<file path="src/tlb_macros.svh">
`ifndef TLB_MACROS_SVH
`define TLB_MACROS_SVH

// table geometry
`define TLB_NUM   16
`define TLB_IDX_W 4

// page-size codes as seen on the ps ports
`define TLB_PS_4K 6'd12
`define TLB_PS_4M 6'd21

// invalidate operation codes
`define INV_ALL0     5'd0
`define INV_ALL1     5'd1
`define INV_G1       5'd2
`define INV_G0       5'd3
`define INV_ASID     5'd4
`define INV_ASID_VA  5'd5
`define INV_GASID_VA 5'd6

`endif

</file>
<file path="src/tlb_pkg.sv">
`include "tlb_macros.svh"

package tlb_pkg;

    // virtual page-pair number, va[31:13]
    typedef logic [18:0] vppn_t;

    // address-space id
    typedef logic [9:0] asid_t;

    // physical page number
    typedef logic [19:0] ppn_t;

    // page-size code, 12 or 21
    typedef logic [5:0] ps_t;

    // privilege level
    typedef logic [1:0] plv_t;

    // memory access type
    typedef logic [1:0] mat_t;

    // entry index
    typedef logic [`TLB_IDX_W-1:0] idx_t;

    // invalidate operation
    typedef logic [4:0] inv_op_t;

    // one bit per entry
    typedef logic [`TLB_NUM-1:0] entry_vec_t;

endpackage

</file>
<file path="src/tlb_array_if.sv">
`timescale 1ns/1ns
`include "tlb_macros.svh"

interface tlb_array_if;

    // single-bit fields packed one bit per entry
    tlb_pkg::entry_vec_t e;
    tlb_pkg::entry_vec_t ps4m;
    tlb_pkg::entry_vec_t g;
    tlb_pkg::entry_vec_t d0;
    tlb_pkg::entry_vec_t v0;
    tlb_pkg::entry_vec_t d1;
    tlb_pkg::entry_vec_t v1;

    tlb_pkg::vppn_t vppn [`TLB_NUM];
    tlb_pkg::asid_t asid [`TLB_NUM];
    // even half
    tlb_pkg::ppn_t  ppn0 [`TLB_NUM];
    tlb_pkg::plv_t  plv0 [`TLB_NUM];
    tlb_pkg::mat_t  mat0 [`TLB_NUM];
    // odd half
    tlb_pkg::ppn_t  ppn1 [`TLB_NUM];
    tlb_pkg::plv_t  plv1 [`TLB_NUM];
    tlb_pkg::mat_t  mat1 [`TLB_NUM];

    modport store (
        output e, ps4m, vppn, asid, g,
        output ppn0, plv0, mat0, d0, v0,
        output ppn1, plv1, mat1, d1, v1
    );

    modport lookup (
        input e, ps4m, vppn, asid, g,
        input ppn0, plv0, mat0, d0, v0,
        input ppn1, plv1, mat1, d1, v1
    );

    modport inv (input e, g, asid, vppn);

endinterface

</file>
<file path="src/tlb_inv_mask.sv">
`timescale 1ns/1ns
`include "tlb_macros.svh"

module tlb_inv_mask (
    input  logic                invtlb_valid,
    input  tlb_pkg::inv_op_t    invtlb_op,
    input  tlb_pkg::asid_t      invtlb_asid,
    input  tlb_pkg::vppn_t      invtlb_va,
    tlb_array_if.inv            arr,
    output tlb_pkg::entry_vec_t clr
);

    tlb_pkg::entry_vec_t asid_eq;
    tlb_pkg::entry_vec_t va_eq;
    tlb_pkg::entry_vec_t rule;

    always_comb begin
        for (int i = 0; i < `TLB_NUM; i++) begin
            asid_eq[i] = (arr.asid[i] == invtlb_asid);
            // full vppn compare that ignores the page size
            va_eq[i]   = (arr.vppn[i] == invtlb_va);
        end
    end

    always_comb begin
        for (int i = 0; i < `TLB_NUM; i++) begin
            case (invtlb_op)
                `INV_ALL0, `INV_ALL1: begin
                    rule[i] = 1'b1;
                end
                `INV_G1: begin
                    rule[i] = arr.g[i];
                end
                `INV_G0: begin
                    rule[i] = !arr.g[i];
                end
                `INV_ASID: begin
                    rule[i] = !arr.g[i] && asid_eq[i];
                end
                `INV_ASID_VA: begin
                    rule[i] = !arr.g[i] && asid_eq[i] && va_eq[i];
                end
                `INV_GASID_VA: begin
                    rule[i] = (arr.g[i] || asid_eq[i]) && va_eq[i];
                end
                // reserved codes are a no-op
                default: begin
                    rule[i] = 1'b0;
                end
            endcase
        end
    end

    // dead entries hit by the rule are flagged too so a same-cycle
    // write to them cannot bring them back
    assign clr = invtlb_valid ? rule : '0;

endmodule

</file>
<file path="src/flat_wrapper.sv">
// flat-port wrapper written by rule: the top's interface ports become plain ports
module tlb_inv_mask_flat 
  (invtlb_valid, invtlb_op, invtlb_asid, invtlb_va, clr, arr_e, arr_g, arr_asid, arr_vppn);
  tlb_array_if arr_i ();
  input  logic invtlb_valid;
  input  tlb_pkg::inv_op_t invtlb_op;
  input  tlb_pkg::asid_t invtlb_asid;
  input  tlb_pkg::vppn_t invtlb_va;
  output tlb_pkg::entry_vec_t clr;
  input wire logic [$bits(arr_i.e)-1:0] arr_e;
  input wire logic [$bits(arr_i.g)-1:0] arr_g;
  input wire logic [$bits(arr_i.asid)-1:0] arr_asid;
  input wire logic [$bits(arr_i.vppn)-1:0] arr_vppn;
  assign arr_i.e = arr_e;
  assign arr_i.g = arr_g;
  assign arr_i.asid = {>>{arr_asid}};
  assign arr_i.vppn = {>>{arr_vppn}};
  tlb_inv_mask u_core (.invtlb_valid(invtlb_valid), .invtlb_op(invtlb_op), .invtlb_asid(invtlb_asid), .invtlb_va(invtlb_va), .arr(arr_i), .clr(clr));
endmodule
</file>
<file path="config.mk">
export PLATFORM = sky130hd
export DESIGN_NAME = tlb_inv_mask_flat
export DESIGN_NICKNAME = d
export VERILOG_FILES = /design/src/tlb_pkg.sv /design/src/tlb_array_if.sv /design/src/tlb_inv_mask.sv /design/src/flat_wrapper.sv
export VERILOG_INCLUDE_DIRS = /design/src /design/src/src
export SDC_FILE = /design/constraint.sdc
export NUM_CORES = 1
export LEC_CHECK = 0
export ABC_AREA = 1
export BUFFER_PORTS_ARGS = -buffer_cell sky130_fd_sc_hd__buf_4
export CAP_MARGIN = 20
export CORE_AREA = 10 10 202 204
export DETAILED_ROUTE_END_ITERATION = 6
export DIE_AREA = 0 0 212 214
export SYNTH_ARGS = -nofsm -noshare
export SYNTH_HDL_FRONTEND = slang
export SYNTH_SLANG_ARGS = --single-unit
</file>
<file path="constraint.sdc">
create_clock -name vclk -period 2.87
set_clock_uncertainty 0.15 [all_clocks]
set_input_delay 0.287 -clock vclk [all_inputs]
set_output_delay 0.287 -clock vclk [all_outputs]
set_load 0.03 [all_outputs]
</file>
### Yosys cells after proc, flatten, opt, wreduce, memory -nomap -nowiden

Cells that the tools add are included.

| word-level totals | value |
|---|---|
| bits in registers | 0 |
| logic and storage cells | 137 |
| output and inout bits | 16 |
| input port bits | 531 |

| cells by class | value |
|---|---|
| reductions and logical operators | 82 |
| equal/unequal tests | 38 |
| muxes and demuxes | 17 |

Operators with widths:

| operator | number |
|---|---|
| equality test 19 bit | 16 |
| equality test 10 bit | 16 |
| case mux 1 bit (6 select lines) | 16 |
| logical AND 1 bit | 48 |
| logical NOT 1 bit | 16 |
| logical OR 1 bit | 16 |
| two-way mux 16 bit | 1 |
| equality test 5 x 3 -> 1 bit (second input constant) | 3 |
| equality test 5 x 2 -> 1 bit (second input constant) | 2 |
| equality test 5 x 1 -> 1 bit (second input constant) | 1 |
| logical NOT 5 bit | 1 |
| OR reduction 2 bit | 1 |

### Depth between registers and ports, before layout

Gate-level depths: netlist of run 1.

| depth | value |
|---|---|
| depth in word-level cells | 5 |
| depth in mapped cells | 12 |
| depth with buffers taken out | 10 |

### Least setup slack after synthesis of run 1

No wires, ideal clock.

| path | value |
|---|---|
| path type | input to output |
| start | input port invtlb_asid[6] |
| end | output port clr[8] |
| stages on the path | 9 |
| data required time | 2,433 ps |
| arrival time | 1,744 ps |
| setup slack | 689 ps |
| buffers on the path | 2 |
| path through | buf_2 > clkbuf_1 > xnor2_1 > nand3_1 > nor2_1 > nand3_1 > nand2_1 > clkinv_1 > a21oi_1 |

| between the ends | value |
|---|---|
| cells in the longest elaborated chain, start to end | 5 |
| elaborated cells between the ends (all ways) | 7 |
| those cells by class | 1 x eq/ne; 2 x mux; 4 x reduce/logical |

Ends and longest elaborated chain:

| element | line | text |
|---|---|---|
| from (decl) | flat_wrapper.sv:7 | `input tlb_pkg::asid_t invtlb_asid;` |
| equality test 10 bit * | tlb_inv_mask.sv:19 | `asid_eq[i] = (arr.asid[i] == invtlb_asid);` |
| logical OR 1 bit or logical AND 1 bit (tied branches) | tlb_inv_mask.sv:44, tlb_inv_mask.sv:38, tlb_inv_mask.sv:41 |  |
| logical AND 1 bit, on equally long branches | tlb_inv_mask.sv:44, tlb_inv_mask.sv:41 |  |
| case mux 1 bit (6 select lines) * | tlb_inv_mask.sv:27 | `case (invtlb_op)` |
| two-way mux 16 bit * | tlb_inv_mask.sv:56 | `assign clr = invtlb_valid ? rule : '0;` |
| to (decl) | flat_wrapper.sv:9 | `output tlb_pkg::entry_vec_t clr;` |

Every way passes the cells marked *; elsewhere a longest branch is shown, timed or not.

### Worst setup path after layout of run 1

| path | value |
|---|---|
| start | input port invtlb_va[5] |
| end | output port clr[3] |

| between the ends | value |
|---|---|
| cells in the longest elaborated chain, start to end | 4 |
| elaborated cells between the ends (all ways) | 5 |
| those cells by class | 1 x eq/ne; 2 x mux; 2 x reduce/logical |

Ends and longest elaborated chain:

| element | line | text |
|---|---|---|
| from (decl) | flat_wrapper.sv:8 | `input tlb_pkg::vppn_t invtlb_va;` |
| equality test 19 bit * | tlb_inv_mask.sv:21 | `va_eq[i] = (arr.vppn[i] == invtlb_va);` |
| logical AND 1 bit, on equally long branches | tlb_inv_mask.sv:44, tlb_inv_mask.sv:41 |  |
| case mux 1 bit (6 select lines) * | tlb_inv_mask.sv:27 |  |
| two-way mux 16 bit * | tlb_inv_mask.sv:56 |  |

Marks and branches as above.

==> metrics.md, run 1 <==
| Metric | Value |
|---|---|
| CTS Hold Buffers Added | 0 |
| Ys Warns | 0 |
| Critical path peak fanout | 17 |
| Largest net degree at the start of global routing | 32 |
| Die span in y | 214 um |
| Post-Syn Nets | 2,684 |
| Setup bufs post-CTS | 0 |
| Core area | 0.0370 sq mm |
| Wire length on met3 | 5110 um |
| Top layer in use | met5 |
| Area contributors post-synth | nand2_1 47%, inv_1 15%, nor2_1 13% |
| Final setup viols | 0 |
| Fill cell count | 4,294 |
| Critical Path Start | invtlb_va[5] |
| Total wire length | 54,200 um |
| Crit end category | output port |
| Period Utilization, post-route | 90.5% |
| First-pass GRT wire length | 78,600 um |
| Average size of a mapped cell | 4.18 sq um |
| Total power | 1.81 mW |
| Cell with the most instances after synthesis | nand2_1 |
| Area Growth Syn to Fin | 48.3% |
| Commonest cells post-synth | 1,126 x nand2_1, 364 x inv_1, 304 x nor2_1, 87 x nand3_1, 64 x xor2_1 |
| Max-cap check violation count | 0 |
| HPWL Detailed | 47,600 um |
| Vias in the first global route | 12,800 |
| Leak | 8.79 nW |
| Num rows | 71 |
| DRC viols | 0 |
| Starting density of the core | 24.3% |
| Util after Layout | 36.1% |
| WL met2 | 26,300 um |
| Register area share after synthesis | 0% |
| Critical Path AT | 2160 ps |
| Iteration-0 DRC Markers | 779 |
| Die area | 0.0454 sq mm |
| RSZ-0062 raised after global routing | no |
| Seq Cell Count | 0 |
| Wire per inst | 17.5 um |
| Worst hold path type | input port to output port |
| RePlAce Congestion | 0.954 |
| Post-cts resize count | 0 |
| Final Max Slew Viols | 0 |
| Nets | 3,153 |
| Setup_tns | 0 ps |
| # IOs | 547 |
| Final count of hold timing violations | 0 |
| Rel. slew slack | 51.2% |
| # port buffers | 531 |
| Met1 WL | 21,300 um |
| Fmax | 385 MHz |
| Largest area contributor in the netlist | nand2_1 |
| Routed vias/inst | 4.31 |
| Worst endpoint required time | 2430 ps |
| Peak supply drop | 84.7 uV |
| Sequential Area | 0 sq um |
| Routed vias | 13,300 |
| Share of the synthesized area in the top cell type | 46.9% |
| Outcome | completed |
| Worst path slowest cell | inv_1 |
| Fin crit period | 2600 ps |
| Cells after Synth | 2,153 |
| Startpoint of the worst hold path | arr_g[15] |
| Worst stage delay on the critical path | 290 ps |
| Die width | 212 um |
| Mapped Area | 0.00901 sq mm |
| CP Launch Type | input port |
| Cell variety after synth | 20 |
| Fraction of layout cells with a size suffix above 1 | 21.9% |
| Cells along the critical path | buf_4 > inv_1 > nand2_1 > nand2_1 > nor2_1 > nand2_1 > nor2_1 > nand2_1 > nor2_1 > nand2_1 > a21oi_1 > buf_4 |
| GR Util All Layers | 22.5% |
| Critical Setup Path Class | input port to output port |
| Slew @ Worst Pin | 731 ps |
| Clock buffers | 0 |
| Crit path max-delay family | simple AND/OR/NAND/NOR gates |
| DRT antenna net count | 0 |
| CP most frequent cell | nand2_1 |
| P per Cell Area | 136 mW/mm^2 |
| Grt ovf | 0 |
| TritonRoute pass-1 iters | 5 |
| Worst path buffer plus inverter count | 3 |
| Antenna violations before repair | 5 |
path summary, 6_finish.rpt:
kind	to	slack (ps)	cells after the start
max	clr[3]	270	12
min	clr[15]	930	6
cells in the final DEF (no fill, tap or decap), types with 2 or more instances in the layout:
master	count
nand3_1	87
clkinv_1	8
inv_1	364
a21oi_1	17
nand4_1	16
diode_2	2
or2_2	12
nor2_1	304
xor2_1	64
nand2_1	1126
buf_4	553
inv_2	4
xnor2_1	61
routing by layer:
layer  vias to the layer above  GRT usage [%]
met5                         -              0
li1                       7075              -
met2                       532           40.4
met3                        55           6.53
met1                      5675           25.2
met4                         6           5.73
metrics by stage:
step	worst slack, ps	instances	hold WS [ps]	area [sq um]
2_1_floorplan	689	2153	701	9010
3_3_place_gp	239	3094	932	13400
3_5_place_dp	247	3094	931	13400
4_1_cts	247	3094	931	13400
5_1_grt	15.5	3096	978	13400
6_report	274	3096	928	13400
power by group:
group | switching, mW | internal [mW]
clock network | 0 | 0.0000000942
logic | 0.959 | 0.855
registers | 0 | 0
cell families after synthesis:
logic type | count (synthesis) | share of synthesized area (%)
buffers and inverters | 462 | 20.1
AO/OA/AOI/OAI | 18 | 1.04
AND/OR/NAND/NOR | 1548 | 66.7
XOR/XNOR | 125 | 12.2
final cells by class:
class | instances | area (sq um) | area share (%)
inverters | 376 | 1410 | 10.6
repair buffers | 553 | 4150 | 31.1
well taps | 474 | 593 | 4.44
diodes | 2 | 5.00 | 0.0375
multi-input cells | 1691 | 7200 | 53.9
Note: power is estimated with default switching activity, not from simulation.
==> run 2: changes to the inputs <==
--- a/config.mk
+++ b/config.mk
@@ -6,12 +6,12 @@
 export SDC_FILE = /design/constraint.sdc
 export NUM_CORES = 1
 export LEC_CHECK = 0
-export ABC_AREA = 1
 export BUFFER_PORTS_ARGS = -buffer_cell sky130_fd_sc_hd__buf_4
 export CAP_MARGIN = 20
-export CORE_AREA = 10 10 202 204
+export CORE_AREA = 10 10 206 208
 export DETAILED_ROUTE_END_ITERATION = 6
-export DIE_AREA = 0 0 212 214
+export DIE_AREA = 0 0 216 218
+export GPL_ROUTABILITY_DRIVEN = 1
 export SYNTH_ARGS = -nofsm -noshare
 export SYNTH_HDL_FRONTEND = slang
 export SYNTH_SLANG_ARGS = --single-unit
==> metrics.md, run 2 <==
| Metric | Value |
|---|---|
| CP most frequent cell | buf_4 (was nand2_1) |
| Layout Cells excl Fill | 1,861 (was 3,096) |
| First-pass GRT wire length | 63,500 um (was 78,600 um) |
| Die area | 0.0471 sq mm (was 0.0454 sq mm) |
| Period Utilization, post-route | 93.2% (was 90.5%) |
| Critical Path Start | invtlb_va[8] (was invtlb_va[5]) |
| Final count of hold timing violations | 0 (unchanged) |
| Post-Syn Nets | 1,365 (was 2,684) |
| Worst path buffer plus inverter count | 3 (unchanged) |
| Worst path slowest cell | nor4_1 (was inv_1) |
| Die span in y | 218 um (was 214 um) |
| # IOs | 547 (unchanged) |
| Largest area contributor in the netlist | xor2_1 (was nand2_1) |
| Seq Cell Count | 0 (unchanged) |
| Final Max Slew Viols | 0 (unchanged) |
| Worst endpoint required time | 2430 ps (about the same) |
| Max-cap check violation count | 0 (unchanged) |
| Total power | 1.62 mW (was 1.81 mW) |
| Slew @ Worst Pin | 838 ps (was 731 ps) |
| Fmax | 374 MHz (was 385 MHz) |
| Cells after Synth | 834 (was 2,153) |
| Vias in the first global route | 9,163 (was 12,800) |
| Cell variety after synth | 27 (was 20) |
| GR Util All Layers | 18.1% (was 22.5%) |
| Ys Warns | 0 (unchanged) |
| Worst stage delay on the critical path | 570 ps (was 290 ps) |
| Routed vias/inst | 4.34 (was 4.31) |
| Largest net degree at the start of global routing | 21 (was 32) |
| Starting density of the core | 17.2% (was 24.3%) |
| DRT antenna net count | 0 (unchanged) |
| Antenna cells | 0 (was 2) |
| Util after Layout | 28.5% (was 36.1%) |
| Fraction of layout cells with a size suffix above 1 | 44.5% (was 21.9%) |
| Peak supply drop | 114 uV (was 84.7 uV) |
| Setup bufs post-CTS | 0 (unchanged) |
| P per Cell Area | 148 mW/mm^2 (was 136 mW/mm^2) |
| Cells along the critical path | buf_4 > xor2_1 > nor4_1 > buf_4 > nand4_1 > o21ai_1 > and3_1 > buf_4 (was buf_4 > inv_1 > nand2_1 > nand2_1 > nor2_1 > nand2_1 > nor2_1 > nand2_1 > nor2_1 > nand2_1 > a21oi_1 > buf_4) |
| Routed vias | 8,078 (was 13,300) |
| RSZ-0062 raised after global routing | no (unchanged) |
| Num rows | 72 (was 71) |
| Worst setup path end | clr[12] (was clr[3]) |
| Critical path peak fanout | 16 (was 17) |
| HPWL Detailed | 40,600 um (was 47,600 um) |
| Critical Path AT | 2240 ps (was 2160 ps) |
| Crit path max-delay family | simple AND/OR/NAND/NOR gates (unchanged) |
| Crit end category | output port (unchanged) |
| Nets | 1,876 (was 3,153) |
| Cell with the most instances after synthesis | xor2_1 (was nand2_1) |
| Fin crit period | 2680 ps (was 2600 ps) |
| Wire per inst | 24.8 um (was 17.5 um) |
| Placed instance count | 1,861 (was 3,094) |
| Worst hold path type | input port to output port (unchanged) |
| Register area share after synthesis | 0% (unchanged) |
| Commonest non-fill, non-tap cells in the layout | 580 x buf_4, 370 x xor2_1, 111 x xnor2_1 (was 1,126 x nand2_1, 553 x buf_4, 364 x inv_1) |
| Mapped Area | 0.00658 sq mm (was 0.00901 sq mm) |
| Area Growth Syn to Fin | 66.1% (was 48.3%) |
| Core area | 0.0383 sq mm (was 0.0370 sq mm) |
| Rel. slew slack | 43.6% (was 51.2%) |
| Critical Setup Path Class | input port to output port (unchanged) |
| Die width | 216 um (was 212 um) |
| CTS Hold Buffers Added | 0 (unchanged) |
| Iteration-0 DRC Markers | 415 (was 779) |
| Leak | 4.90 nW (was 8.79 nW) |
| Outcome | completed (unchanged) |
| Share of the synthesized area in the top cell type | 49.2% (was 46.9%) |
| Grt ovf | 0 (unchanged) |
| Final setup viols | 0 (unchanged) |
| Antenna violations before repair | 0 (was 5) |
| Area contributors post-synth | xor2_1 49%, xnor2_1 15%, nor4_1 6.1% (was nand2_1 47%, inv_1 15%, nor2_1 13%) |
| WP depth | 8 (was 12) |
| RePlAce Congestion | 0.890 (was 0.954) |
| TritonRoute pass-1 iters | 4 (was 5) |
| Average size of a mapped cell | 7.89 sq um (was 4.18 sq um) |
| Setup_tns | 0 ps (unchanged) |
| Commonest cells post-synth | 370 x xor2_1, 111 x xnor2_1, 64 x nor4_1, 47 x nand4_1, 33 x buf_6 (was 1,126 x nand2_1, 364 x inv_1, 304 x nor2_1, 87 x nand3_1, 64 x xor2_1) |
| Sequential Area | 0 sq um (unchanged) |
| Clock buffers | 0 (unchanged) |
| Most common cell after layout, fill and taps aside | buf_4 (was nand2_1) |
| DRC viols | 0 (unchanged) |
| CP Launch Type | input port (unchanged) |
| Post-cts resize count | 0 (unchanged) |
| # port buffers | 531 (unchanged) |
| Total wire length | 46,100 um (was 54,200 um) |
==> run 2: cell types whose count changed after synthesis, sizes merged, moves of 69 or more <==
cell   before  now
nand3      87   18
nand2    1126   11
nor4        0   76
nor2      306   17
xor2       64  370
inv       368    0
==> run 2: where the power goes <==
group          switching (mW)  total, mW  leakage, nW  internal, mW
sequential                  0          0            0             0
clock                       0          0            0             0
combinational           0.772       1.62         4.90         0.845
==> run 2: worst min path at each step <==
| stage | start | endpoint | slack [ps] | depth (start not counted) |
|---|---|---|---|---|
| floorplan | arr_g[15] | clr[15] | 730 | 3 |
| global placement | arr_g[7] | clr[7] | 950 | 5 |
| detailed placement | arr_g[15] | clr[15] | 960 | 4 |
| CTS | arr_g[15] | clr[15] | 970 | 4 |
| global route | arr_g[15] | clr[15] | 990 | 5 |
| finish | arr_g[15] | clr[15] | 970 | 5 |
==> run 2: layout make-up <==
cell class	instances	area, sq um
multi-input cells	763	5930
well taps	518	648
fillers	4134	27400
repair buffers	580	4350
==> run 2: metal layers <==
metal  GRT usage (%)  share of wire (%)  wire [um]
met2            34.9                 53      24400
met4            4.80                2.8       1280
met1            19.5                 37      17200
met3            3.97                7.0       3220
met5               0                  0          0
==> run 2: cell families (layout without fill, tap and decap cells) <==
group,count (synthesis),after routing,share of synthesized area (%)
AOI/OAI and AO/OA,64,64,5.55
xor gates and xnor gates,481,481,64.0
buffers and inverters,71,580,9.94
and+or+nand+nor,218,218,20.5
==> run 2: through the flow <==
step	instance area, sq um	hold slack (ps)	setup slack, ps
2_1_floorplan	6580	726	696
3_3_place_gp	10900	949	78.1
3_5_place_dp	10900	965	95.5
4_1_cts	10900	968	87.3
5_1_grt	10900	987	35.2
6_report	10900	972	195
==> run 2: worst min-delay path, stage by stage <==
cell and delay, ps:
buf_4 120, nor4_1 70, nand4_1 110, o22ai_1 70
buf_4 170
