[config.mk]
export PLATFORM = sky130hd
export DESIGN_NAME = tlb_storage_flat
export DESIGN_NICKNAME = d
export VERILOG_FILES = /design/src/tlb_pkg.sv /design/src/tlb_array_if.sv /design/src/tlb_storage.sv /design/src/flat_wrapper.sv
export VERILOG_INCLUDE_DIRS = /design/src /design/src/src
export SDC_FILE = /design/constraint.sdc
export NUM_CORES = 2
export LEC_CHECK = 0
export BUFFER_PORTS_ARGS = -buffer_cell sky130_fd_sc_hd__buf_4
export CORE_AREA = 2 2 603 605
export DETAILED_ROUTE_END_ITERATION = 8
export DIE_AREA = 0 0 605 607
export GPL_ROUTABILITY_DRIVEN = 0
export GPL_TIMING_DRIVEN = 0
export PLACE_DENSITY = 0.31
export SYNTH_ARGS = -nofsm -noshare
export SYNTH_HDL_FRONTEND = slang
export SYNTH_SLANG_ARGS = --single-unit
[constraint.sdc]
create_clock -name clk -period 3.6 [get_ports clk]
set_input_delay 0.36 -clock clk [delete_from_list [all_inputs] [get_ports clk]]
set_output_delay 0.36 -clock clk [all_outputs]
set_load 0.005 [all_outputs]
[src/tlb_macros.svh]
`ifndef TLB_MACROS_SVH
`define TLB_MACROS_SVH

// table geometry
`define TLB_NUM   16
`define TLB_IDX_W 4

// page-size codes as seen on the ps ports
`define TLB_PS_4K 6'd12
`define TLB_PS_4M 6'd21

// invalidate operation codes
`define INV_ALL0     5'd0
`define INV_ALL1     5'd1
`define INV_G1       5'd2
`define INV_G0       5'd3
`define INV_ASID     5'd4
`define INV_ASID_VA  5'd5
`define INV_GASID_VA 5'd6

`endif

[src/tlb_pkg.sv]
`include "tlb_macros.svh"

package tlb_pkg;

    // virtual page-pair number, va[31:13]
    typedef logic [18:0] vppn_t;

    // address-space id
    typedef logic [9:0] asid_t;

    // physical page number
    typedef logic [19:0] ppn_t;

    // page-size code, 12 or 21
    typedef logic [5:0] ps_t;

    // privilege level
    typedef logic [1:0] plv_t;

    // memory access type
    typedef logic [1:0] mat_t;

    // entry index
    typedef logic [`TLB_IDX_W-1:0] idx_t;

    // invalidate operation
    typedef logic [4:0] inv_op_t;

    // one bit per entry
    typedef logic [`TLB_NUM-1:0] entry_vec_t;

endpackage

[src/tlb_array_if.sv]
`timescale 1ns/1ns
`include "tlb_macros.svh"

interface tlb_array_if;

    // single-bit fields packed one bit per entry
    tlb_pkg::entry_vec_t e;
    tlb_pkg::entry_vec_t ps4m;
    tlb_pkg::entry_vec_t g;
    tlb_pkg::entry_vec_t d0;
    tlb_pkg::entry_vec_t v0;
    tlb_pkg::entry_vec_t d1;
    tlb_pkg::entry_vec_t v1;

    tlb_pkg::vppn_t vppn [`TLB_NUM];
    tlb_pkg::asid_t asid [`TLB_NUM];
    // even half
    tlb_pkg::ppn_t  ppn0 [`TLB_NUM];
    tlb_pkg::plv_t  plv0 [`TLB_NUM];
    tlb_pkg::mat_t  mat0 [`TLB_NUM];
    // odd half
    tlb_pkg::ppn_t  ppn1 [`TLB_NUM];
    tlb_pkg::plv_t  plv1 [`TLB_NUM];
    tlb_pkg::mat_t  mat1 [`TLB_NUM];

    modport store (
        output e, ps4m, vppn, asid, g,
        output ppn0, plv0, mat0, d0, v0,
        output ppn1, plv1, mat1, d1, v1
    );

    modport lookup (
        input e, ps4m, vppn, asid, g,
        input ppn0, plv0, mat0, d0, v0,
        input ppn1, plv1, mat1, d1, v1
    );

    modport inv (input e, g, asid, vppn);

endinterface

[src/tlb_storage.sv]
`timescale 1ns/1ns
`include "tlb_macros.svh"

module tlb_storage (
    input  logic                clk,
    input  logic                rst,
    // write port
    input  logic                we,
    input  tlb_pkg::idx_t       w_index,
    input  logic                w_e,
    input  tlb_pkg::vppn_t      w_vppn,
    input  tlb_pkg::ps_t        w_ps,
    input  tlb_pkg::asid_t      w_asid,
    input  logic                w_g,
    input  tlb_pkg::ppn_t       w_ppn0,
    input  tlb_pkg::plv_t       w_plv0,
    input  tlb_pkg::mat_t       w_mat0,
    input  logic                w_d0,
    input  logic                w_v0,
    input  tlb_pkg::ppn_t       w_ppn1,
    input  tlb_pkg::plv_t       w_plv1,
    input  tlb_pkg::mat_t       w_mat1,
    input  logic                w_d1,
    input  logic                w_v1,
    // entries to drop this cycle
    input  tlb_pkg::entry_vec_t clr,
    // read port
    input  tlb_pkg::idx_t       r_index,
    output logic                r_e,
    output tlb_pkg::vppn_t      r_vppn,
    output tlb_pkg::ps_t        r_ps,
    output tlb_pkg::asid_t      r_asid,
    output logic                r_g,
    output tlb_pkg::ppn_t       r_ppn0,
    output tlb_pkg::plv_t       r_plv0,
    output tlb_pkg::mat_t       r_mat0,
    output logic                r_d0,
    output logic                r_v0,
    output tlb_pkg::ppn_t       r_ppn1,
    output tlb_pkg::plv_t       r_plv1,
    output tlb_pkg::mat_t       r_mat1,
    output logic                r_d1,
    output logic                r_v1,
    tlb_array_if.store          arr
);

    tlb_pkg::entry_vec_t e_q;
    tlb_pkg::entry_vec_t ps4m_q;
    tlb_pkg::entry_vec_t g_q;
    tlb_pkg::entry_vec_t d0_q;
    tlb_pkg::entry_vec_t v0_q;
    tlb_pkg::entry_vec_t d1_q;
    tlb_pkg::entry_vec_t v1_q;
    tlb_pkg::vppn_t      vppn_q [`TLB_NUM];
    tlb_pkg::asid_t      asid_q [`TLB_NUM];
    tlb_pkg::ppn_t       ppn0_q [`TLB_NUM];
    tlb_pkg::plv_t       plv0_q [`TLB_NUM];
    tlb_pkg::mat_t       mat0_q [`TLB_NUM];
    tlb_pkg::ppn_t       ppn1_q [`TLB_NUM];
    tlb_pkg::plv_t       plv1_q [`TLB_NUM];
    tlb_pkg::mat_t       mat1_q [`TLB_NUM];

    // exist bits, clear mask wins over a same-cycle write
    always_ff @(posedge clk) begin
        if (rst) begin
            e_q <= '0;
        end else begin
            for (int i = 0; i < `TLB_NUM; i++) begin
                if (clr[i]) begin
                    e_q[i] <= 1'b0;
                end else if (we && w_index == tlb_pkg::idx_t'(i)) begin
                    e_q[i] <= w_e;
                end
            end
        end
    end

    always_ff @(posedge clk) begin
        if (rst) begin
            ps4m_q <= '0;
            g_q    <= '0;
            d0_q   <= '0;
            v0_q   <= '0;
            d1_q   <= '0;
            v1_q   <= '0;
            for (int i = 0; i < `TLB_NUM; i++) begin
                vppn_q[i] <= '0;
                asid_q[i] <= '0;
                ppn0_q[i] <= '0;
                plv0_q[i] <= '0;
                mat0_q[i] <= '0;
                ppn1_q[i] <= '0;
                plv1_q[i] <= '0;
                mat1_q[i] <= '0;
            end
        end else if (we) begin
            // anything other than 21 is kept as 4 KB
            ps4m_q[w_index] <= (w_ps == `TLB_PS_4M);
            g_q[w_index]    <= w_g;
            d0_q[w_index]   <= w_d0;
            v0_q[w_index]   <= w_v0;
            d1_q[w_index]   <= w_d1;
            v1_q[w_index]   <= w_v1;
            vppn_q[w_index] <= w_vppn;
            asid_q[w_index] <= w_asid;
            ppn0_q[w_index] <= w_ppn0;
            plv0_q[w_index] <= w_plv0;
            mat0_q[w_index] <= w_mat0;
            ppn1_q[w_index] <= w_ppn1;
            plv1_q[w_index] <= w_plv1;
            mat1_q[w_index] <= w_mat1;
        end
    end

    // whole table out to the lookups and the invalidate decoder
    assign arr.e    = e_q;
    assign arr.ps4m = ps4m_q;
    assign arr.g    = g_q;
    assign arr.d0   = d0_q;
    assign arr.v0   = v0_q;
    assign arr.d1   = d1_q;
    assign arr.v1   = v1_q;
    assign arr.vppn = vppn_q;
    assign arr.asid = asid_q;
    assign arr.ppn0 = ppn0_q;
    assign arr.plv0 = plv0_q;
    assign arr.mat0 = mat0_q;
    assign arr.ppn1 = ppn1_q;
    assign arr.plv1 = plv1_q;
    assign arr.mat1 = mat1_q;

    assign r_e    = e_q[r_index];
    assign r_vppn = vppn_q[r_index];
    assign r_ps   = ps4m_q[r_index] ? `TLB_PS_4M : `TLB_PS_4K;
    assign r_asid = asid_q[r_index];
    assign r_g    = g_q[r_index];
    assign r_ppn0 = ppn0_q[r_index];
    assign r_plv0 = plv0_q[r_index];
    assign r_mat0 = mat0_q[r_index];
    assign r_d0   = d0_q[r_index];
    assign r_v0   = v0_q[r_index];
    assign r_ppn1 = ppn1_q[r_index];
    assign r_plv1 = plv1_q[r_index];
    assign r_mat1 = mat1_q[r_index];
    assign r_d1   = d1_q[r_index];
    assign r_v1   = v1_q[r_index];

endmodule

[src/flat_wrapper.sv]
// flat-port wrapper written by rule: the top's interface ports become plain ports
module tlb_storage_flat 
  (clk, rst, we, w_index, w_e, w_vppn, w_ps, w_asid, w_g, w_ppn0, w_plv0, w_mat0, w_d0, w_v0, w_ppn1, w_plv1, w_mat1, w_d1, w_v1, clr, r_index, r_e, r_vppn, r_ps, r_asid, r_g, r_ppn0, r_plv0, r_mat0, r_d0, r_v0, r_ppn1, r_plv1, r_mat1, r_d1, r_v1, arr_e, arr_ps4m, arr_vppn, arr_asid, arr_g, arr_ppn0, arr_plv0, arr_mat0, arr_d0, arr_v0, arr_ppn1, arr_plv1, arr_mat1, arr_d1, arr_v1);
  tlb_array_if arr_i ();
  input  logic clk;
  input  logic rst;
  input  logic we;
  input  tlb_pkg::idx_t w_index;
  input  logic w_e;
  input  tlb_pkg::vppn_t w_vppn;
  input  tlb_pkg::ps_t w_ps;
  input  tlb_pkg::asid_t w_asid;
  input  logic w_g;
  input  tlb_pkg::ppn_t w_ppn0;
  input  tlb_pkg::plv_t w_plv0;
  input  tlb_pkg::mat_t w_mat0;
  input  logic w_d0;
  input  logic w_v0;
  input  tlb_pkg::ppn_t w_ppn1;
  input  tlb_pkg::plv_t w_plv1;
  input  tlb_pkg::mat_t w_mat1;
  input  logic w_d1;
  input  logic w_v1;
  input  tlb_pkg::entry_vec_t clr;
  input  tlb_pkg::idx_t r_index;
  output logic r_e;
  output tlb_pkg::vppn_t r_vppn;
  output tlb_pkg::ps_t r_ps;
  output tlb_pkg::asid_t r_asid;
  output logic r_g;
  output tlb_pkg::ppn_t r_ppn0;
  output tlb_pkg::plv_t r_plv0;
  output tlb_pkg::mat_t r_mat0;
  output logic r_d0;
  output logic r_v0;
  output tlb_pkg::ppn_t r_ppn1;
  output tlb_pkg::plv_t r_plv1;
  output tlb_pkg::mat_t r_mat1;
  output logic r_d1;
  output logic r_v1;
  output wire logic [$bits(arr_i.e)-1:0] arr_e;
  output wire logic [$bits(arr_i.ps4m)-1:0] arr_ps4m;
  output wire logic [$bits(arr_i.vppn)-1:0] arr_vppn;
  output wire logic [$bits(arr_i.asid)-1:0] arr_asid;
  output wire logic [$bits(arr_i.g)-1:0] arr_g;
  output wire logic [$bits(arr_i.ppn0)-1:0] arr_ppn0;
  output wire logic [$bits(arr_i.plv0)-1:0] arr_plv0;
  output wire logic [$bits(arr_i.mat0)-1:0] arr_mat0;
  output wire logic [$bits(arr_i.d0)-1:0] arr_d0;
  output wire logic [$bits(arr_i.v0)-1:0] arr_v0;
  output wire logic [$bits(arr_i.ppn1)-1:0] arr_ppn1;
  output wire logic [$bits(arr_i.plv1)-1:0] arr_plv1;
  output wire logic [$bits(arr_i.mat1)-1:0] arr_mat1;
  output wire logic [$bits(arr_i.d1)-1:0] arr_d1;
  output wire logic [$bits(arr_i.v1)-1:0] arr_v1;
  assign arr_e = arr_i.e;
  assign arr_ps4m = arr_i.ps4m;
  assign arr_vppn = {>>{arr_i.vppn}};
  assign arr_asid = {>>{arr_i.asid}};
  assign arr_g = arr_i.g;
  assign arr_ppn0 = {>>{arr_i.ppn0}};
  assign arr_plv0 = {>>{arr_i.plv0}};
  assign arr_mat0 = {>>{arr_i.mat0}};
  assign arr_d0 = arr_i.d0;
  assign arr_v0 = arr_i.v0;
  assign arr_ppn1 = {>>{arr_i.ppn1}};
  assign arr_plv1 = {>>{arr_i.plv1}};
  assign arr_mat1 = {>>{arr_i.mat1}};
  assign arr_d1 = arr_i.d1;
  assign arr_v1 = arr_i.v1;
  tlb_storage u_core (.clk(clk), .rst(rst), .we(we), .w_index(w_index), .w_e(w_e), .w_vppn(w_vppn), .w_ps(w_ps), .w_asid(w_asid), .w_g(w_g), .w_ppn0(w_ppn0), .w_plv0(w_plv0), .w_mat0(w_mat0), .w_d0(w_d0), .w_v0(w_v0), .w_ppn1(w_ppn1), .w_plv1(w_plv1), .w_mat1(w_mat1), .w_d1(w_d1), .w_v1(w_v1), .clr(clr), .r_index(r_index), .r_e(r_e), .r_vppn(r_vppn), .r_ps(r_ps), .r_asid(r_asid), .r_g(r_g), .r_ppn0(r_ppn0), .r_plv0(r_plv0), .r_mat0(r_mat0), .r_d0(r_d0), .r_v0(r_v0), .r_ppn1(r_ppn1), .r_plv1(r_plv1), .r_mat1(r_mat1), .r_d1(r_d1), .r_v1(r_v1), .arr(arr_i));
endmodule
== Word level (Yosys, flattened, before mapping) ==
Index checks and enable logic that the tools add are counted.
Word-level totals
  register bits after elaboration: 1344
  input bits: 116
  output and inout bits: 1433
  word-level logic and storage cells: 272
Cells by class
  magnitude comparators: 6
  eq/ne operators: 16
  multiplexer cells: 63
  bitwise operators: 2
  reductions and logical operators: 35
Operators by type and width (count)
  $bwmux 320: 2
  $bwmux 304: 1
  $bmux 20 s4: 2
  $bwmux 160: 1
  $bwmux 32: 4
  $mux 20: 5
  $bwmux 16: 6
  $demux 20 s4: 1
  $bmux 19 s4: 1
  $demux 19 s4: 1
  $mux 19: 3
  $bmux 10 s4: 1
  $demux 10 s4: 1
  $bmux 2 s4: 4
  $eq 4x4->1 const B: 8
  $reduce_or 2->1: 16
  $mux 10: 3
  $bmux 1 s4: 7
  $logic_and 1x1->1: 18
  $mux 2: 9
  $eq 4x3->1 const B: 4
  $ge 5x5->1 const B: 2
  $lt 4x5->1 const B: 2
  $not 4->5: 2
  10 further kinds: 18

== Depth between registers and ports, before layout ==
  depth after elaboration: 6
  mapped depth: 7
  depth with buffers taken out: 3

== Worst setup path after synthesis ==
No wires, ideal clock.
  path type: input -> output
  start: input port r_index[0]
  end: output port r_ppn1[10]
  arrival: 1.690 ns
  data required time: 3.240 ns
  path slack: 1.550 ns
  stages on the path: 6
  path buffers: 3
  cells stage by stage: buf_2 buf_2 buf_2 mux4_2 a22oi_1 nand2_1
On the way
  cells in the longest elaborated chain, start to end: 4
RTL lines
  start: declaration: RTL line flat_wrapper.sv:25  | input tlb_pkg::idx_t r_index;
  $not 4->5 (not written as such): RTL line tlb_storage.sv:142  | assign r_ppn1 = ppn1_q[r_index];
  $bmux 20 s4: RTL line tlb_storage.sv:142
  $mux 20 (not written as such) (2 in a row): RTL line tlb_storage.sv:142
  end: declaration: RTL line flat_wrapper.sv:36  | output tlb_pkg::ppn_t r_ppn1;
No other way between the ends. The select of a mux whose other input is x is not followed.

== Worst setup path after layout ==
  start: input port r_index[1]
  end: output port r_ppn1[0]
The elaborated chain is that of the path after synthesis.

==> metrics.csv <==
stage;metric;value;unit
detailed_routing;dr_wl_met2;260400;um
synth;yosysTopAreaCell;dfxtp_1;
die;dieArea;0.3672;mm2
sta;slew_viol_final;22;
hold_path;hold_start;w_asid[1];
place;hpwl;439100;um
synth;ys_warn_count;0;
worst_setup_path;worstPathCellList;buf_4, clkbuf_2, buf_16, buf_2, mux4_2, a22oi_1, nand2_1, buf_4;
synth;netlist_instances;7020;
worst_setup_path;crit_slowest_cell;clkbuf_2;
global_route;grt_max_degree;17;
sta;worst_clock_skew;0;ns
sta;rsz0062_at_grt;no;
power_and_ir_drop;peakVddDrop;0.3341;mV
detailed_routing;viasPerCell;5.280;
flow_run;maxCapViolations;2;
detailed_routing;drt-initial-drc-count;8984;
clock_tree;clockRootBuffer;clkbuf_16;
global_route;grt_pass1_vias;67550;
clock_tree;cts_setup_buffers;0;
worst_setup_path;cp_slowest_stage_delay;0.50;ns
power_and_ir_drop;powerDensity;455.4;mW/mm2
final_layout;fillers;39780;
sta;fin_crit_sh;1.018;
detailed_routing;drt_first_pass_iters;7;
detailed_routing;postRouteAntennaNets;0;
sta;max_freq;0.2728;GHz
final_layout;final_util;0.2349;
place;dp_cells;13290;
hold_path;holdCritPathClass;in -> reg;
sta;setup_viol;3;
worst_setup_path;worst-path-max-fanout;10;
clock_tree;htree_levels;4;
worst_setup_path;timing.rr.end;u_core.arr.e[12];
clock_tree;clock-sinks;1344;
worst_setup_path;crit_buf_inv;5;
final_layout;area_delta_synth_final;39.87;%
worst_setup_path;r2r_cells;3;
hold_path;hold_path_end;u_core.arr.asid[141];
synth;syn_area;0.06061;mm2
final_layout;finalNonFillerCells;13720;
detailed_routing;met1_length;218500;um
final_layout;final_layout_size_suffix_gt1_frac;0.2626;
die;rows;221;
outcome;violations;max-capacitance violations, max-slew violations, negative setup slack;
worst_setup_path;cp-end-kind;output pin;
detailed_routing;top_layer;met5;
global_route;grt_pass1_wl;705500;um
global_route;antenna_found_initial;108;
sta;whs;0.04724;ns
synth;synth_most_common_cell;dfxtp_1;
clock_tree;clk_pin_slew;0.05;ns
worst_setup_path;cp.required;3.24;ns
detailed_routing;dr_wl_met3;45090;um
synth;synth_area_leaders;dfxtp_1 (44%), mux4_2 (12%), nand3_1 (11%);
synth;synth_seq_cells;1344;
power_and_ir_drop;p_leak;29.73;nW
power_and_ir_drop;total_power;38.61;mW
sta;fin_crit;3.665;ns
final_layout;nets;8857;
synth;synthDistinctLibCells;28;
die;start_util;0.1680;
worst_setup_path;crit_family;buffers and inverters;
synth;async_flop_share;0;
die;die_h;607;um
synth;synthFlopType;dfxtp_1;
worst_setup_path;cp-start-kind;input pin;
sta;tightestPinTransition;1.559;ns
clock_tree;cts_buffers;182;
synth;yosys.area.top_type_share;0.4439;
synth;ys_seq_area_frac;0.4439;
die;core-area;0.3609;mm2
worst_setup_path;worstReg2RegStart;u_core.arr.e[12];
detailed_routing;vias;72460;
clock_tree;tritoncts;yes;
synth;synth-edff-count;0;
sta;setup_slack;-0.06542;ns
worst_setup_path;crit_arrival;3.31;ns
synth;syn_avg_cell_area;8.634;um2
worst_setup_path;path_class;in -> out;
final_layout;ff_latch_area;0.02691;mm2
sta;finalHoldViolCount;0;
detailed_routing;routedWlPerCell;40.43;um
worst_setup_path;crit_top_cell;buf_4;
die;pin_count;1549;
detailed_routing;drt_wl_total;554800;um
synth;synth_common_cells;dfxtp_1 (1344), nand3_1 (1329), a21oi_1 (1328);
place;portBuffers;1459;
global_route;grt_use_total;0.2879;
final_layout;multi_input_area;0.02965;mm2
die;dieWidth;605;um
hold_path;hold_depth;3;
detailed_routing;drcViolationCount;0;
worst_setup_path;r2r_slack;2.03;ns
clock_tree;clk_latency;0.89;ns
sta;relSlewSlack;-0.03943;
clock_tree;cts_buffer_depth;4;
global_route;grt-ovfl-total;0;
outcome;status;finished with violations;
-- per-stage QoR --
step / TNS, ns / setup WS [ns] / area (um2)
floorplan: 0 / 1.550 / 60610
global placement: -194.76 / -2.135 / 77560
detailed placement: -37.67 / -0.9028 / 77910
CTS: 0 / 0.003972 / 84610
global route: 0 / 0.01739 / 84700
finish: -0.09103 / -0.06542 / 84770
-- placed cells by master (no fill, tap or decap), drive strengths merged --
cell type / n
and3: 1
nor4bb: 1
diode: 51
mux4: 336
conb: 3
clkinvlp: 3
or3b: 1
and3b: 2
clkbuf: 1034
nand2: 88
inv: 4
buf: 1734
a22oi: 166
nand4: 17
and4: 1
nand3b: 2
and2: 2
nor3b: 1
nor2b: 5
nand3: 1329
bufinv: 9
clkinv: 36
or2: 1
nor2: 2
o21ai: 1344
dfxtp: 1344
dlygate4sd3: 65
a21oi: 1328
a211oi: 16
nand2b: 2
clkdlybuf4s15: 2
-- where the power goes --
part | switching [mW] | internal (mW) | total [mW]
clock network | 8.02 | 10.8 | 18.8
logic | 3.42 | 0.976 | 4.39
registers | 0.319 | 15.1 | 15.4
total | 11.8 | 26.9 | 38.6
-- sequential cells by signal (all words and copies together) (netlist names), 32 cells and up --
name and cells:
u_core.arr.asid 160, u_core.arr.ppn1 320, u_core.arr.vppn 304, u_core.arr.plv0 32, u_core.arr.plv1 32, u_core.arr.mat1 32, u_core.arr.ppn0 320, u_core.arr.mat0 32
-- layer usage --
| layer | track usage | vias up |
|---|---|---|
| met1 | 0.3533 | 37800 |
| met2 | 0.4736 | 4362 |
| met4 | 0.1425 | 24 |
| met3 | 0.06470 | 877 |
| met5 | 0 | - |
| li1 | - | 29390 |
-- what timing repair did --
| item | in CTS | in global routing |
|---|---|---|
| pin swaps | 0 | 0 |
| gates resized for setup | 37 | 8 |
| endpoints found under the hold margin | 228 | 0 |
| cloned | 0 | 0 |
| setup endpoints to repair | 83 | 8 |
| hold buffers | 65 | 0 |
-- how the worst max path moves through the flow --
stage                    start         end  slack (ns)  cells past startpoint
floorplan           r_index[0]  r_ppn1[10]        1.55                      6
global placement    r_index[3]   r_ppn0[3]       -2.13                      7
detailed placement  r_index[0]  r_ppn1[16]       -0.90                      7
CTS                 r_index[1]   r_ppn1[0]       0.004                      8
global route        r_index[2]   r_asid[1]        0.02                      8
finish              r_index[1]   r_ppn1[0]       -0.07                      8
-- worst reg2reg max path, stage by stage, from the launching register on --
cell and delay, ns:
dfxtp_1 0.53, o21ai_0 0.15, a211oi_1 0.26, dlygate4sd3_1 0.58
-- cell families (layout without fill, tap and decap cells) --
group           count (synthesis)  after routing  share of synthesized area
flops                        1344           1344                     0.4439
compound gates               2854           2854                     0.2432
mux                           336            336                     0.1249
other cells                     2             54                  0.0001239
simple gates                 1455           1455                     0.1194
buf+inv                      1029           2887                    0.06852
-- layout make-up --
class	count	share of cell area
antenna	51	0.001505
buffer	1026	0.05006
clock buffer	270	0.06234
clock inverter	52	0.007631
multi-input combinational	4648	0.3497
sequential	1344	0.3174
tap	4794	0.07076
timing repair buffer	1539	0.1406
Power figures use the tool's default switching activity.
